--- src/source/dc_defs.svh ---
`ifndef DC_DEFS_SVH
`define DC_DEFS_SVH

// ********************
// Channel dimensions
// ********************

// Payload word width
`define DC_DATA_WIDTH 32

// FIFO entries, also the width of each one-hot pointer
`define DC_BUFFER_DEPTH 8

// Frame word count and checksum width
// Count wraps modulo 2**DC_COUNT_WIDTH
`define DC_COUNT_WIDTH 16

`endif
--- src/source/dc_frame_pkg.sv ---
`include "dc_defs.svh"

package dc_frame_pkg;

    // Half-word split of a payload word
    localparam int HALF_WIDTH = `DC_DATA_WIDTH / 2;

    // Fold one payload word into the running frame checksum
    // Upper and lower halves are both XORed in
    function automatic logic [`DC_COUNT_WIDTH-1:0] fold_checksum
    (
        input logic [`DC_COUNT_WIDTH-1:0] running,
        input logic [`DC_DATA_WIDTH-1:0]  word
    );
        logic [`DC_COUNT_WIDTH-1:0] upper_half;
        logic [`DC_COUNT_WIDTH-1:0] lower_half;
        upper_half = word[`DC_DATA_WIDTH-1:HALF_WIDTH];
        lower_half = word[HALF_WIDTH-1:0];
        return running ^ upper_half ^ lower_half;
    endfunction

endpackage

--- src/source/dc_entry_pkg.sv ---
`include "dc_defs.svh"

package dc_entry_pkg;

    // Entry kind bit
    localparam logic KIND_DATA    = 1'b0;
    localparam logic KIND_TRAILER = 1'b1;

    // Halves of the trailer view
    // Word count sits in the upper half, checksum in the lower half
    localparam int TRAILER_LEN = 1;
    localparam int TRAILER_SUM = 0;

    // One entry word, read either as payload or as trailer
    typedef union packed
    {
        logic [`DC_DATA_WIDTH-1:0]        data;
        logic [1:0][`DC_COUNT_WIDTH-1:0]  trailer;
    } entry_word_t;

    // FIFO entry
    // Kind bit on top, word below it
    typedef struct packed
    {
        logic         kind;
        entry_word_t  word;
    } entry_t;

endpackage

--- src/source/dc_channel_top.sv ---
`include "dc_defs.svh"

module dc_channel_top
(
    input  logic                        clk,
    input  logic                        rstn,
    // Producer side
    input  logic                        in_valid,
    input  logic [`DC_DATA_WIDTH-1:0]   in_data,
    input  logic                        in_last,
    output logic                        in_ready,
    // Consumer side
    output logic                        out_valid,
    output logic [`DC_DATA_WIDTH-1:0]   out_data,
    output logic                        out_last,
    output logic [`DC_COUNT_WIDTH-1:0]  out_len,
    output logic [`DC_COUNT_WIDTH-1:0]  out_sum,
    input  logic                        out_ready
);

    import dc_entry_pkg::*;

    // Writer to FIFO
    logic    wr_valid;
    logic    wr_ready;
    entry_t  wr_entry;

    // FIFO to reader
    logic    rd_valid;
    logic    rd_ready;
    entry_t  rd_entry;

    dc_frame_writer frame_writer_inst
    (
        .clk      (clk),
        .rstn     (rstn),
        .in_valid (in_valid),
        .in_data  (in_data),
        .in_last  (in_last),
        .in_ready (in_ready),
        .wr_valid (wr_valid),
        .wr_entry (wr_entry),
        .wr_ready (wr_ready)
    );

    dc_fifo fifo_inst
    (
        .clk      (clk),
        .rstn     (rstn),
        .wr_valid (wr_valid),
        .wr_entry (wr_entry),
        .wr_ready (wr_ready),
        .rd_valid (rd_valid),
        .rd_entry (rd_entry),
        .rd_ready (rd_ready)
    );

    dc_frame_reader frame_reader_inst
    (
        .clk       (clk),
        .rstn      (rstn),
        .rd_valid  (rd_valid),
        .rd_entry  (rd_entry),
        .rd_ready  (rd_ready),
        .out_valid (out_valid),
        .out_data  (out_data),
        .out_last  (out_last),
        .out_len   (out_len),
        .out_sum   (out_sum),
        .out_ready (out_ready)
    );

endmodule

--- src/source/dc_frame_reader.sv ---
`include "dc_defs.svh"

module dc_frame_reader
(
    input  logic                        clk,
    input  logic                        rstn,
    input  logic                        rd_valid,
    input  dc_entry_pkg::entry_t        rd_entry,
    output logic                        rd_ready,
    output logic                        out_valid,
    output logic [`DC_DATA_WIDTH-1:0]   out_data,
    output logic                        out_last,
    output logic [`DC_COUNT_WIDTH-1:0]  out_len,
    output logic [`DC_COUNT_WIDTH-1:0]  out_sum,
    input  logic                        out_ready
);

    import dc_entry_pkg::*;

    logic                       held;
    logic [`DC_DATA_WIDTH-1:0]  held_data;
    logic                       rd_fire;
    logic                       rd_is_trailer;

    // ********************
    // Handshake
    // ********************

    // Any read may load the output register, so reads follow out_ready
    assign rd_ready = out_ready;
    assign rd_fire  = rd_valid && rd_ready;

    assign rd_is_trailer = (rd_entry.kind == KIND_TRAILER);

    // ********************
    // Hold and release
    // ********************

    // A held word leaves on any following entry
    // Held flag survives only when the new entry is data
    always_ff @(posedge clk or negedge rstn)
    begin
        if (!rstn)
        begin
            held      <= 1'b0;
            out_valid <= 1'b0;
        end
        else if (out_ready)
        begin
            out_valid <= rd_valid && held;
            if (rd_valid)
                held <= !rd_is_trailer;
        end
    end

    // Output payload, frozen while out_ready is low
    always_ff @(posedge clk)
    begin
        if (rd_fire && held)
        begin
            out_data <= held_data;
            out_last <= rd_is_trailer;
        end
        // Frame results come from the trailer view
        if (rd_fire && rd_is_trailer)
        begin
            out_len <= rd_entry.word.trailer[TRAILER_LEN];
            out_sum <= rd_entry.word.trailer[TRAILER_SUM];
        end
        if (rd_fire && !rd_is_trailer)
            held_data <= rd_entry.word.data;
    end

endmodule

--- src/source/dc_frame_writer.sv ---
`include "dc_defs.svh"

module dc_frame_writer
(
    input  logic                       clk,
    input  logic                       rstn,
    input  logic                       in_valid,
    input  logic [`DC_DATA_WIDTH-1:0]  in_data,
    input  logic                       in_last,
    output logic                       in_ready,
    output logic                       wr_valid,
    output dc_entry_pkg::entry_t       wr_entry,
    input  logic                       wr_ready
);

    import dc_entry_pkg::*;
    import dc_frame_pkg::*;

    logic                        started;
    logic                        trailer_pending;
    logic                        trailer_busy;
    logic [`DC_COUNT_WIDTH-1:0]  len_acc;
    logic [`DC_COUNT_WIDTH-1:0]  sum_acc;
    logic                        in_fire;
    logic                        wr_fire;
    logic                        load_trailer;
    logic                        trailer_done;

    // ********************
    // Handshake
    // ********************

    assign wr_fire = wr_valid && wr_ready;
    assign in_fire = in_valid && in_ready;

    // Trailer still owed or still sitting in the output register
    assign trailer_busy = trailer_pending || (wr_valid && (wr_entry.kind == KIND_TRAILER));

    // Input opens one cycle after reset release
    // Closed while a trailer is in flight or the output slot is stuck
    assign in_ready = started && !trailer_busy && (!wr_valid || wr_ready);

    // Trailer goes out once the final data entry has left
    assign load_trailer = trailer_pending && (!wr_valid || wr_fire);
    assign trailer_done = wr_fire && (wr_entry.kind == KIND_TRAILER);

    // ********************
    // Control and accumulators
    // ********************

    always_ff @(posedge clk or negedge rstn)
    begin
        if (!rstn)
        begin
            started         <= 1'b0;
            wr_valid        <= 1'b0;
            trailer_pending <= 1'b0;
            len_acc         <= '0;
            sum_acc         <= '0;
        end
        else
        begin
            started <= 1'b1;
            if (in_fire)
            begin
                wr_valid        <= 1'b1;
                trailer_pending <= in_last;
                len_acc         <= len_acc + 1'b1;
                sum_acc         <= fold_checksum(sum_acc, in_data);
            end
            else if (load_trailer)
            begin
                wr_valid        <= 1'b1;
                trailer_pending <= 1'b0;
            end
            else if (wr_fire)
            begin
                wr_valid <= 1'b0;
            end
            // Fresh frame starts after the trailer is taken
            if (trailer_done)
            begin
                len_acc <= '0;
                sum_acc <= '0;
            end
        end
    end

    // Output entry payload
    always_ff @(posedge clk)
    begin
        if (in_fire)
        begin
            wr_entry.kind      <= KIND_DATA;
            wr_entry.word.data <= in_data;
        end
        else if (load_trailer)
        begin
            wr_entry.kind                      <= KIND_TRAILER;
            wr_entry.word.trailer[TRAILER_LEN] <= len_acc;
            wr_entry.word.trailer[TRAILER_SUM] <= sum_acc;
        end
    end

endmodule

--- src/source/dc_fifo.sv ---
`include "dc_defs.svh"

module dc_fifo
(
    input  logic                  clk,
    input  logic                  rstn,
    input  logic                  wr_valid,
    input  dc_entry_pkg::entry_t  wr_entry,
    output logic                  wr_ready,
    output logic                  rd_valid,
    output dc_entry_pkg::entry_t  rd_entry,
    input  logic                  rd_ready
);

    // Occupancy needs one more code than the depth
    localparam int COUNT_BITS = $clog2(`DC_BUFFER_DEPTH + 1);
    localparam logic [COUNT_BITS-1:0] FULL_COUNT = COUNT_BITS'(`DC_BUFFER_DEPTH);

    logic [`DC_BUFFER_DEPTH-1:0] wr_ptr;
    logic [`DC_BUFFER_DEPTH-1:0] rd_ptr;
    logic [COUNT_BITS-1:0]       count;
    logic                        wr_fire;
    logic                        rd_fire;

    // ********************
    // Handshake
    // ********************

    assign wr_ready = (count != FULL_COUNT);
    assign rd_valid = (count != '0);

    assign wr_fire = wr_valid && wr_ready;
    assign rd_fire = rd_valid && rd_ready;

    // ********************
    // Pointers and occupancy
    // ********************

    // Both pointers start at entry 0 and rotate left per transfer
    always_ff @(posedge clk or negedge rstn)
    begin
        if (!rstn)
        begin
            wr_ptr <= `DC_BUFFER_DEPTH'(1);
            rd_ptr <= `DC_BUFFER_DEPTH'(1);
        end
        else
        begin
            if (wr_fire)
                wr_ptr <= {wr_ptr[`DC_BUFFER_DEPTH-2:0], wr_ptr[`DC_BUFFER_DEPTH-1]};
            if (rd_fire)
                rd_ptr <= {rd_ptr[`DC_BUFFER_DEPTH-2:0], rd_ptr[`DC_BUFFER_DEPTH-1]};
        end
    end

    // Read and write in one cycle cancel out
    always_ff @(posedge clk or negedge rstn)
    begin
        if (!rstn)
            count <= '0;
        else
        begin
            case ({wr_fire, rd_fire})
                2'b10:   count <= count + 1'b1;
                2'b01:   count <= count - 1'b1;
                default: count <= count;
            endcase
        end
    end

    // Storage
    dc_data_buffer data_buffer_inst
    (
        .clk           (clk),
        .rstn          (rstn),
        .write_enable  (wr_fire),
        .write_pointer (wr_ptr),
        .write_data    (wr_entry),
        .read_pointer  (rd_ptr),
        .read_data     (rd_entry)
    );

endmodule

--- src/source/dc_data_buffer.sv ---
`include "dc_defs.svh"

module dc_data_buffer
(
    input  logic                         clk,
    input  logic                         rstn,
    input  logic                         write_enable,
    input  logic [`DC_BUFFER_DEPTH-1:0]  write_pointer,
    input  dc_entry_pkg::entry_t         write_data,
    input  logic [`DC_BUFFER_DEPTH-1:0]  read_pointer,
    output dc_entry_pkg::entry_t         read_data
);

    import dc_entry_pkg::*;

    localparam int INDEX_WIDTH = $clog2(`DC_BUFFER_DEPTH);

    // One-hot to binary index, OR of the set positions
    function automatic logic [INDEX_WIDTH-1:0] onehot_to_index
    (
        input logic [`DC_BUFFER_DEPTH-1:0] onehot
    );
        logic [INDEX_WIDTH-1:0] index;
        index = '0;
        for (int i = 0; i < `DC_BUFFER_DEPTH; i++)
        begin
            if (onehot[i])
                index = index | INDEX_WIDTH'(i);
        end
        return index;
    endfunction

    // Storage array
    entry_t entries [`DC_BUFFER_DEPTH];

    logic [INDEX_WIDTH-1:0] write_index;
    logic [INDEX_WIDTH-1:0] read_index;

    assign write_index = onehot_to_index(write_pointer);
    assign read_index  = onehot_to_index(read_pointer);

    // Every entry comes out of reset as zero
    always_ff @(posedge clk or negedge rstn)
    begin
        if (!rstn)
        begin
            for (int i = 0; i < `DC_BUFFER_DEPTH; i++)
                entries[i] <= '0;
        end
        else if (write_enable)
        begin
            entries[write_index] <= write_data;
        end
    end

    // Read side is combinational
    assign read_data = entries[read_index];

endmodule

--- config.mk ---
export PLATFORM = sky130hd
export DESIGN_NAME = dc_channel_top
export DESIGN_NICKNAME = d
export VERILOG_FILES = /design/src/source/dc_frame_pkg.sv /design/src/source/dc_entry_pkg.sv /design/src/source/dc_channel_top.sv /design/src/source/dc_frame_reader.sv /design/src/source/dc_frame_writer.sv /design/src/source/dc_fifo.sv /design/src/source/dc_data_buffer.sv
export VERILOG_INCLUDE_DIRS = /design/src /design/src/source
export SDC_FILE = /design/constraint.sdc
export NUM_CORES = 1
export LEC_CHECK = 0
export BUFFER_PORTS_ARGS = -buffer_cell sky130_fd_sc_hd__buf_4
export CAP_MARGIN = 20
export CORE_UTILIZATION = 38
export DETAILED_ROUTE_END_ITERATION = 16
export PLACE_DENSITY = 0.64
export SLEW_MARGIN = 0
export SYNTH_ARGS = -nofsm -noshare
export SYNTH_HDL_FRONTEND = slang
export SYNTH_SLANG_ARGS = --single-unit
--- constraint.sdc ---
create_clock -name clk -period 5.1 [get_ports clk]
set_input_delay 0.51 -clock clk [delete_from_list [all_inputs] [get_ports clk]]
set_output_delay 0.51 -clock clk [all_outputs]
set_load 0.01 [all_outputs]
==> impl_metrics.py, run 1 <==
metrics = {
    "status": {
        "status": "completed",
    },
    "synthesis": {
        "post_synth_inst_count": 1265,
        "synth.distinct_cells": 54,
        "synthesis.area_per_instance_um2": 15.2,
        "synth.area.top_cells": "sky130_fd_sc_hd__dfrtp_1, sky130_fd_sc_hd__edfxtp_1, sky130_fd_sc_hd__mux2_2, sky130_fd_sc_hd__mux4_2, sky130_fd_sc_hd__mux2_4",
        "synth_top_flop_cell": "sky130_fd_sc_hd__dfrtp_1",
        "ys_ff_latch": 451,
        "synthesis.area_um2": 19200,
        "synth_warn": 0,
        "synthDominantCellAreaShare_pct": 41.5,
        "number_of_synthesized_flops_with_an_enable_pin": 129,
        "synth_largest_area_cell": "sky130_fd_sc_hd__dfrtp_1",
        "yosysSeqAreaShare_pct": 62.0,
        "synth_fp_nets": 1306,
        "synth-async-reset-ratio_pct": 71.2,
    },
    "detailed_routing": {
        "route.detailed.vias_per_inst": 5.17,
        "drc": 0,
        "vias": 10764,
        "avgRoutedWirePerCell_um": 20.6,
        "drtIter0Drc": 680,
        "drtAntennaViolNets": 0,
        "drtPass1Iterations": 5,
        "wirelength_um": 42900,
    },
    "setup_path": {
        "worst-r2r-cell-count": 5,
        "setup.worst_path.start_class": "register",
        "cp_data_arrival_time_ps": 4100,
        "cp_slowest_cell": "sky130_fd_sc_hd__or4_2",
        "worst_ep_required_time_ps": 5340,
        "timing.critical_path.fanout_max": 34,
        "crit_type": "register to register",
        "crit_path_max_incr_delay_ps": 1190,
        "ff2ff_setup_slack_ps": 1240,
        "reg2reg_from": "fifo_inst.rd_ptr[7]",
        "path_cells": "or4_2, a2111oi_0, a31oi_1, a21oi_4, buf_4",
        "endpoint_kind": "register",
        "r2r-end": "frame_reader_inst.held_data[15]",
    },
    "grt": {
        "grt_max_degree": 127,
        "first_pass_grt_wire_length_um": 67100,
        "globalRouteOverflowTotal": 0,
        "grt_resource_usage_total_pct": 17.3,
        "grt_antenna_before_repair": 2,
        "first_global_vias": 11112,
    },
    "worst_hold_path": {
        "hp-start": "out_ready",
        "hold_class": "input port to register",
        "timing.hold.worst_path_depth": 2,
        "whs_endpoint": "frame_reader_inst.out_valid",
    },
    "clock_network": {
        "ctsRootBufferMaster": "sky130_fd_sc_hd__clkbuf_16",
        "worst_skew_pair.late_latency_ps": 580,
        "tritoncts_num_sinks": 451,
        "cts_tree": "done",
        "cts_buffers": 48,
        "setup_repair_bufs_after_cts": 0,
        "clock_path_buffers": 3,
        "htree_num_levels": 2,
        "clock_transition_at_path_regs_ps": 60,
    },
    "die": {
        "ioPinCount": 104,
        "row_count": 82,
        "die_y_um": 227,
        "die_width_um": 227,
        "floorplan.die_area_um2": 51600,
        "placeableCoreArea_um2": 50100,
        "start_util_pct": 38.4,
    },
    "power": {
        "power.density_nw_per_um2": 434,
        "cellLeakagePower_nw": 9.98,
        "irDropWorstVdd_mv": 0.233,
    },
    "layout": {
        "antenna_cells_inserted": 0,
        "mostFrequentLayoutCells": "sky130_fd_sc_hd__dfrtp_1, sky130_fd_sc_hd__nand2_1, sky130_fd_sc_hd__mux2_2, sky130_fd_sc_hd__edfxtp_1, sky130_fd_sc_hd__buf_4",
        "design_area_final_um2": 22200,
        "layout.area.seq_um2": 11900,
        "area_delta_synth_final_pct": 15.5,
        "num-nets-final": 1410,
        "finalNonFillerCells": 2081,
        "layout_commonest_cell": "sky130_fd_sc_hd__dfrtp_1",
        "fill_cell_instance_count_of_the_final_layout": 4493,
        "multi_input_comb_area_um2": 6930,
        "layout-drive-gt1-share_pct": 38.9,
    },
    "place": {
        "hpwlAfterDp_um": 25600,
        "numPortBuffers": 103,
        "placed_cells": 1989,
        "dpl_cell_area_um2": 20700,
        "gp_congestion": 0.757,
        "pre_cts_ws_ps": 1300,
    },
    "timing": {
        "setup_ws_ps": 1240,
        "timing.final.crit_period_ps": 3860,
        "worst_slew_pin_slew_ps": 1030,
        "fin_tns_setup_ps": 0,
        "rsz0062_at_grt": "no",
        "clock-skew-final_ps": 18.9,
        "finalSetupViolCount": 0,
        "fin_crit_sh_pct": 75.6,
        "slew-limit-headroom_pct": 30.9,
        "max_freq_mhz": 259,
        "final_hold_viol_count": 0,
        "final_max_slew_viol_count": 0,
    },
    "run": {
        "maxCapViolCount": 0,
    },
}
-- sequential cells by signal, indices dropped and copies added, names as in the netlist, 8 cells and up --
register,cells
fifo_inst.wr_ptr,8
frame_reader_inst.out_sum,16
frame_writer_inst.sum_acc,16
fifo_inst.data_buffer_inst.entries,264
frame_writer_inst.wr_entry,33
frame_reader_inst.held_data,32
fifo_inst.rd_ptr,8
frame_writer_inst.len_acc,16
frame_reader_inst.out_len,16
frame_reader_inst.out_data,32
-- metal layers --
layer | routed length (um) | up-vias | track usage [%]
li1 | - | 4818 | -
met1 | 19700 | 5652 | 24.5
met2 | 20400 | 233 | 27.4
met5 | 0 | - | 0
met3 | 1810 | 61 | 2.63
met4 | 952 | 0 | 5.72
-- worst max-delay path: cells and delay by family, from the launching register on --
| family | cells | cell delay, ps |
|---|---|---|
| AOI/OAI and AO/OA | 3 | 1450 |
| buffers and inverters | 1 | 410 |
| DFF | 1 | 460 |
| and+or+nand+nor | 1 | 1190 |
-- synth_stat cells, types with 12 or more instances --
cell type,count
sky130_fd_sc_hd__dfrtp_1,319
sky130_fd_sc_hd__nand2_1,231
sky130_fd_sc_hd__mux2_2,214
sky130_fd_sc_hd__edfxtp_1,129
sky130_fd_sc_hd__mux4_2,64
sky130_fd_sc_hd__mux2_4,60
sky130_fd_sc_hd__buf_2,29
sky130_fd_sc_hd__o31ai_1,23
sky130_fd_sc_hd__xnor2_1,18
sky130_fd_sc_hd__o211ai_1,17
sky130_fd_sc_hd__a21oi_1,16
sky130_fd_sc_hd__clkbuf_1,13
sky130_fd_sc_hd__buf_4,12
-- metrics by stage --
step | hold slack [ps] | util [%] | total power, mW
6_report | 139 | 44.4 | 9.65
3_3_place_gp | 407 | 41.3 | 6.24
4_1_cts | 120 | 44.4 | 9.75
3_5_place_dp | 405 | 41.3 | 6.30
2_1_floorplan | 214 | - | 5.59
5_1_grt | 134 | 44.4 | 10.1
-- report_power, final --
group / leakage (nW) / switching, mW / total [mW] / internal (mW)
combinational: 3.63 / 0.822 / 1.48 / 0.660
clock: 0.745 / 1.41 / 3.42 / 2.01
sequential: 5.61 / 0.327 / 4.74 / 4.41
-- cell families (layout without fill, tap and decap cells) --
logic type / count (synthesis) / count (layout) / synth area share (%)
compound gates: 75 / 75 / 2.67
xor+xnor: 22 / 22 / 1.00
fa+ha+maj: 4 / 4 / 0.260
buf+inv: 75 / 219 / 2.53
flops: 451 / 451 / 62.0
mux: 342 / 342 / 24.9
other cells: 1 / 1 / 0.0195
simple gates: 295 / 295 / 6.65
-- what timing repair did --
| item | 4_1_cts | 5_1_grt |
|---|---|---|
| hold buffers | 1 | 0 |
| endpoints found under the hold margin | 87 | 0 |
| setup endpoints to repair | 0 | 0 |
| gates resized for setup | 0 | 0 |
-- how the worst max path moves through the flow --
stage / cells after the start / startpoint / slack, ps / to
finish: 5 / fifo_inst.rd_ptr[7] / 1240 / frame_reader_inst.held_data[15]
detailed placement: 5 / fifo_inst.rd_ptr[7] / 1300 / frame_reader_inst.held_data[4]
global placement: 5 / fifo_inst.rd_ptr[7] / 1350 / frame_reader_inst.held_data[4]
global route: 5 / fifo_inst.rd_ptr[7] / 1120 / frame_reader_inst.held_data[17]
floorplan: 6 / fifo_inst.rd_ptr[5] / 1460 / frame_reader_inst.held_data[0]
CTS: 5 / fifo_inst.rd_ptr[7] / 1170 / frame_reader_inst.held_data[15]
-- cell type report --
cell class | instances | share of cell area (%)
clock buffer | 71 | 5.98
sequential | 451 | 53.6
clock inverter | 19 | 0.951
inverter | 6 | 0.101
tap | 672 | 3.78
timing repair buffer | 123 | 4.40
multi-input combinational | 739 | 31.1
No activity file was read; power rests on OpenSTA's default activity.
==> inputs of run 2 (changes only) <==
ABC_AREA = 1   (was not set)
PLACE_DENSITY = 0.66   (was 0.64)
clock period = 3.35 ns   (was 5.1 ns; I/O delays follow)
==> impl_metrics.py, run 2 <==
metrics = {
    "layout": {
        "regMostFlops": "fifo_inst.data_buffer_inst.entries",
        "mostFrequentLayoutCells": "sky130_fd_sc_hd__nand2_1, sky130_fd_sc_hd__dfrtp_1, sky130_fd_sc_hd__o21ai_0, sky130_fd_sc_hd__inv_1, sky130_fd_sc_hd__edfxtp_1",
        "area_delta_synth_final_pct": 14.2,
        "finalCoreUtilization_pct": 44.2,
        "num-nets-final": 2218,
        "top_regs": "fifo_inst.data_buffer_inst.entries x264, frame_writer_inst.wr_entry x33",
        "antenna_cells_inserted": 0,
        "finalNonFillerCells": 2894,
        "layout-drive-gt1-share_pct": 12.6,
        "largest_register_ff_count": 264,
        "design_area_final_um2": 22700,
        "layout_commonest_cell": "sky130_fd_sc_hd__nand2_1",
        "fill_cell_instance_count_of_the_final_layout": 4908,
    },
    "timing": {
        "max_freq_mhz": 389,
        "fin_crit_sh_pct": 76.8,
        "slew-limit-headroom_pct": 41.4,
        "worst_slew_pin_slew_ps": 880,
        "timing.hold.ws_ps": 19.8,
        "final_hold_viol_count": 0,
        "setup_ws_ps": 777,
        "rsz0062_at_grt": "no",
        "fin_tns_setup_ps": 0,
        "final_max_slew_viol_count": 0,
        "finalSetupViolCount": 0,
        "clock-skew-final_ps": 14.8,
        "timing.final.crit_period_ps": 2570,
    },
    "die": {
        "ioPinCount": 104,
        "die_y_um": 231,
        "placeableCoreArea_um2": 51500,
        "start_util_pct": 38.7,
        "floorplan.die_area_um2": 53300,
        "row_count": 83,
        "die_width_um": 231,
    },
    "detailed_routing": {
        "avgRoutedWirePerCell_um": 15.8,
        "route.detailed.vias_per_inst": 4.96,
        "drc": 0,
        "drtPass1Iterations": 6,
        "drtAntennaViolNets": 0,
        "drtIter0Drc": 1296,
        "vias": 14356,
        "wirelength_um": 45700,
    },
    "grt": {
        "grt_antenna_before_repair": 0,
        "grt_max_degree": 129,
        "globalRouteOverflowTotal": 0,
        "first_global_vias": 13933,
        "grt_resource_usage_total_pct": 17.7,
        "first_pass_grt_wire_length_um": 75000,
    },
    "power": {
        "power.density_nw_per_um2": 1080,
        "p_total_mw": 24.6,
        "power.sequential.fraction_pct": 34.1,
        "cellInternalPower_mw": 14.2,
        "cellLeakagePower_nw": 10.0,
        "switchingPower_mw": 10.3,
        "switching_share_pct": 42.1,
        "irDropWorstVdd_mv": 1.82,
        "combinationalPowerShare_pct": 43.9,
        "clkPwrFrac_pct": 22.0,
    },
    "clock_network": {
        "htree_num_levels": 2,
        "ctsRootBufferMaster": "sky130_fd_sc_hd__clkbuf_16",
        "clock_transition_at_path_regs_ps": 60,
        "clock_path_buffers": 3,
        "cts_buffers": 47,
        "cts_tree": "done",
        "worst_skew_pair.late_latency_ps": 570,
        "tritoncts_num_sinks": 451,
    },
    "run": {
        "maxCapViolCount": 0,
    },
    "place": {
        "hpwlAfterDp_um": 28500,
        "pre_cts_ws_ps": 776,
        "dpl_cell_area_um2": 21100,
        "gp_congestion": 0.839,
        "numPortBuffers": 103,
        "placed_cells": 2806,
    },
    "setup_path": {
        "setup.worst_path.start_class": "register",
        "cp_data_arrival_time_ps": 2860,
        "timing.critical_path.fanout_max": 96,
        "ff2ff_setup_slack_ps": 780,
        "worst_ep_required_time_ps": 3640,
        "reg2reg_from": "fifo_inst.rd_ptr[5]",
        "endpoint_kind": "register",
        "crit_type": "register to register",
        "critical_path.startpoint": "fifo_inst.rd_ptr[5]",
    },
    "synthesis": {
        "leading_cell_types_by_count_after_synthesis": "sky130_fd_sc_hd__nand2_1, sky130_fd_sc_hd__dfrtp_1, sky130_fd_sc_hd__o21ai_0, sky130_fd_sc_hd__inv_1, sky130_fd_sc_hd__edfxtp_1",
        "synthesis.area_um2": 19900,
        "synth_top_flop_cell": "sky130_fd_sc_hd__dfrtp_1",
        "number_of_synthesized_flops_with_an_enable_pin": 129,
        "synth_largest_area_cell": "sky130_fd_sc_hd__dfrtp_1",
        "yosysSeqAreaShare_pct": 59.9,
        "synth.area.top_cells": "sky130_fd_sc_hd__dfrtp_1, sky130_fd_sc_hd__edfxtp_1, sky130_fd_sc_hd__nand2_1, sky130_fd_sc_hd__o21ai_0, sky130_fd_sc_hd__inv_1",
        "post_synth_inst_count": 2118,
        "synthDominantCellAreaShare_pct": 40.1,
        "synthesis.area_per_instance_um2": 9.40,
        "synth-async-reset-ratio_pct": 71.2,
        "ys_ff_latch": 451,
        "synth_most_common_cell": "sky130_fd_sc_hd__nand2_1",
        "synth_fp_nets": 2159,
        "synth_warn": 0,
        "synth.distinct_cells": 38,
    },
    "worst_hold_path": {
        "hold_class": "input port to register",
        "hp-start": "in_last",
    },
    "status": {
        "status": "completed",
    },
}
==> run 2: repair_timing <==
action,4_1_cts,5_1_grt
hold buffers,2,0
buffers inserted,0,0
gates resized for setup,0,0
endpoints found under the setup margin,0,0
hold endpoints to repair,86,0
==> run 2: per-layer routing <==
layer | track usage, % | vias to the layer above | part of all wire (%)
met2 | 28.0 | 385 | 46
met3 | 2.57 | 68 | 5.7
met1 | 25.2 | 6841 | 46
met4 | 5.19 | 0 | 2.1
met5 | 0 | - | 0
li1 | - | 7062 | -
==> run 2: cell type report <==
class	instances	area, um2	area share, %
clock buffer	63	1370	6.03
inverter	227	852	3.75
timing repair buffer	133	1100	4.83
sequential	451	11900	52.5
clock inverter	23	250	1.10
multi-input combinational	1317	6390	28.1
tap	680	851	3.74
==> run 2: power groups by stage <==
stage	Clock (mW)	Combinational [mW]	Sequential (mW)
after floorplan	0	7.39	8.48
after global placement	0	10.5	8.48
after detailed placement	0	10.8	8.50
after CTS	5.55	10.9	8.41
after global routing	5.77	12.3	8.51
final	5.41	10.8	8.39
==> run 2: path summary, 6_finish.rpt <==
| kind | depth (start not counted) | endpoint |
|---|---|---|
| max | 8 | frame_reader_inst.held_data[26] |
| min reg2reg | 0 | frame_reader_inst.out_data[15] |
| max in group asynchronous | 3 | fifo_inst.data_buffer_inst.entries[55] |
| max reg2reg | 8 | frame_reader_inst.held_data[26] |
| min in group asynchronous | 2 | fifo_inst.data_buffer_inst.entries[160] |
| min | 3 | frame_writer_inst.trailer_pending |
==> run 2: worst max-delay path, cell delays in order, from the launching register on <==
cell	delay, ps
sky130_fd_sc_hd__dfrtp_1	450
sky130_fd_sc_hd__nor2_2	120
sky130_fd_sc_hd__nand2_8	340
sky130_fd_sc_hd__buf_4	740
sky130_fd_sc_hd__a21oi_1	140
sky130_fd_sc_hd__o21ai_0	120
sky130_fd_sc_hd__nand2_1	80
sky130_fd_sc_hd__nand2_1	60
sky130_fd_sc_hd__nand2_1	120
==> run 2: logic make-up (layout without fill, tap and decap cells) <==
logic type / after synthesis / after routing / share of synthesized area [%]
and+or+nand+nor: 754 / 754 / 15.4
AOI/OAI and AO/OA: 534 / 534 / 15.2
DFF: 451 / 451 / 59.9
buffers and inverters: 350 / 446 / 8.27
xor gates and xnor gates: 24 / 24 / 1.06
adders and majority gates: 4 / 4 / 0.251
other: 1 / 1 / 0.0188
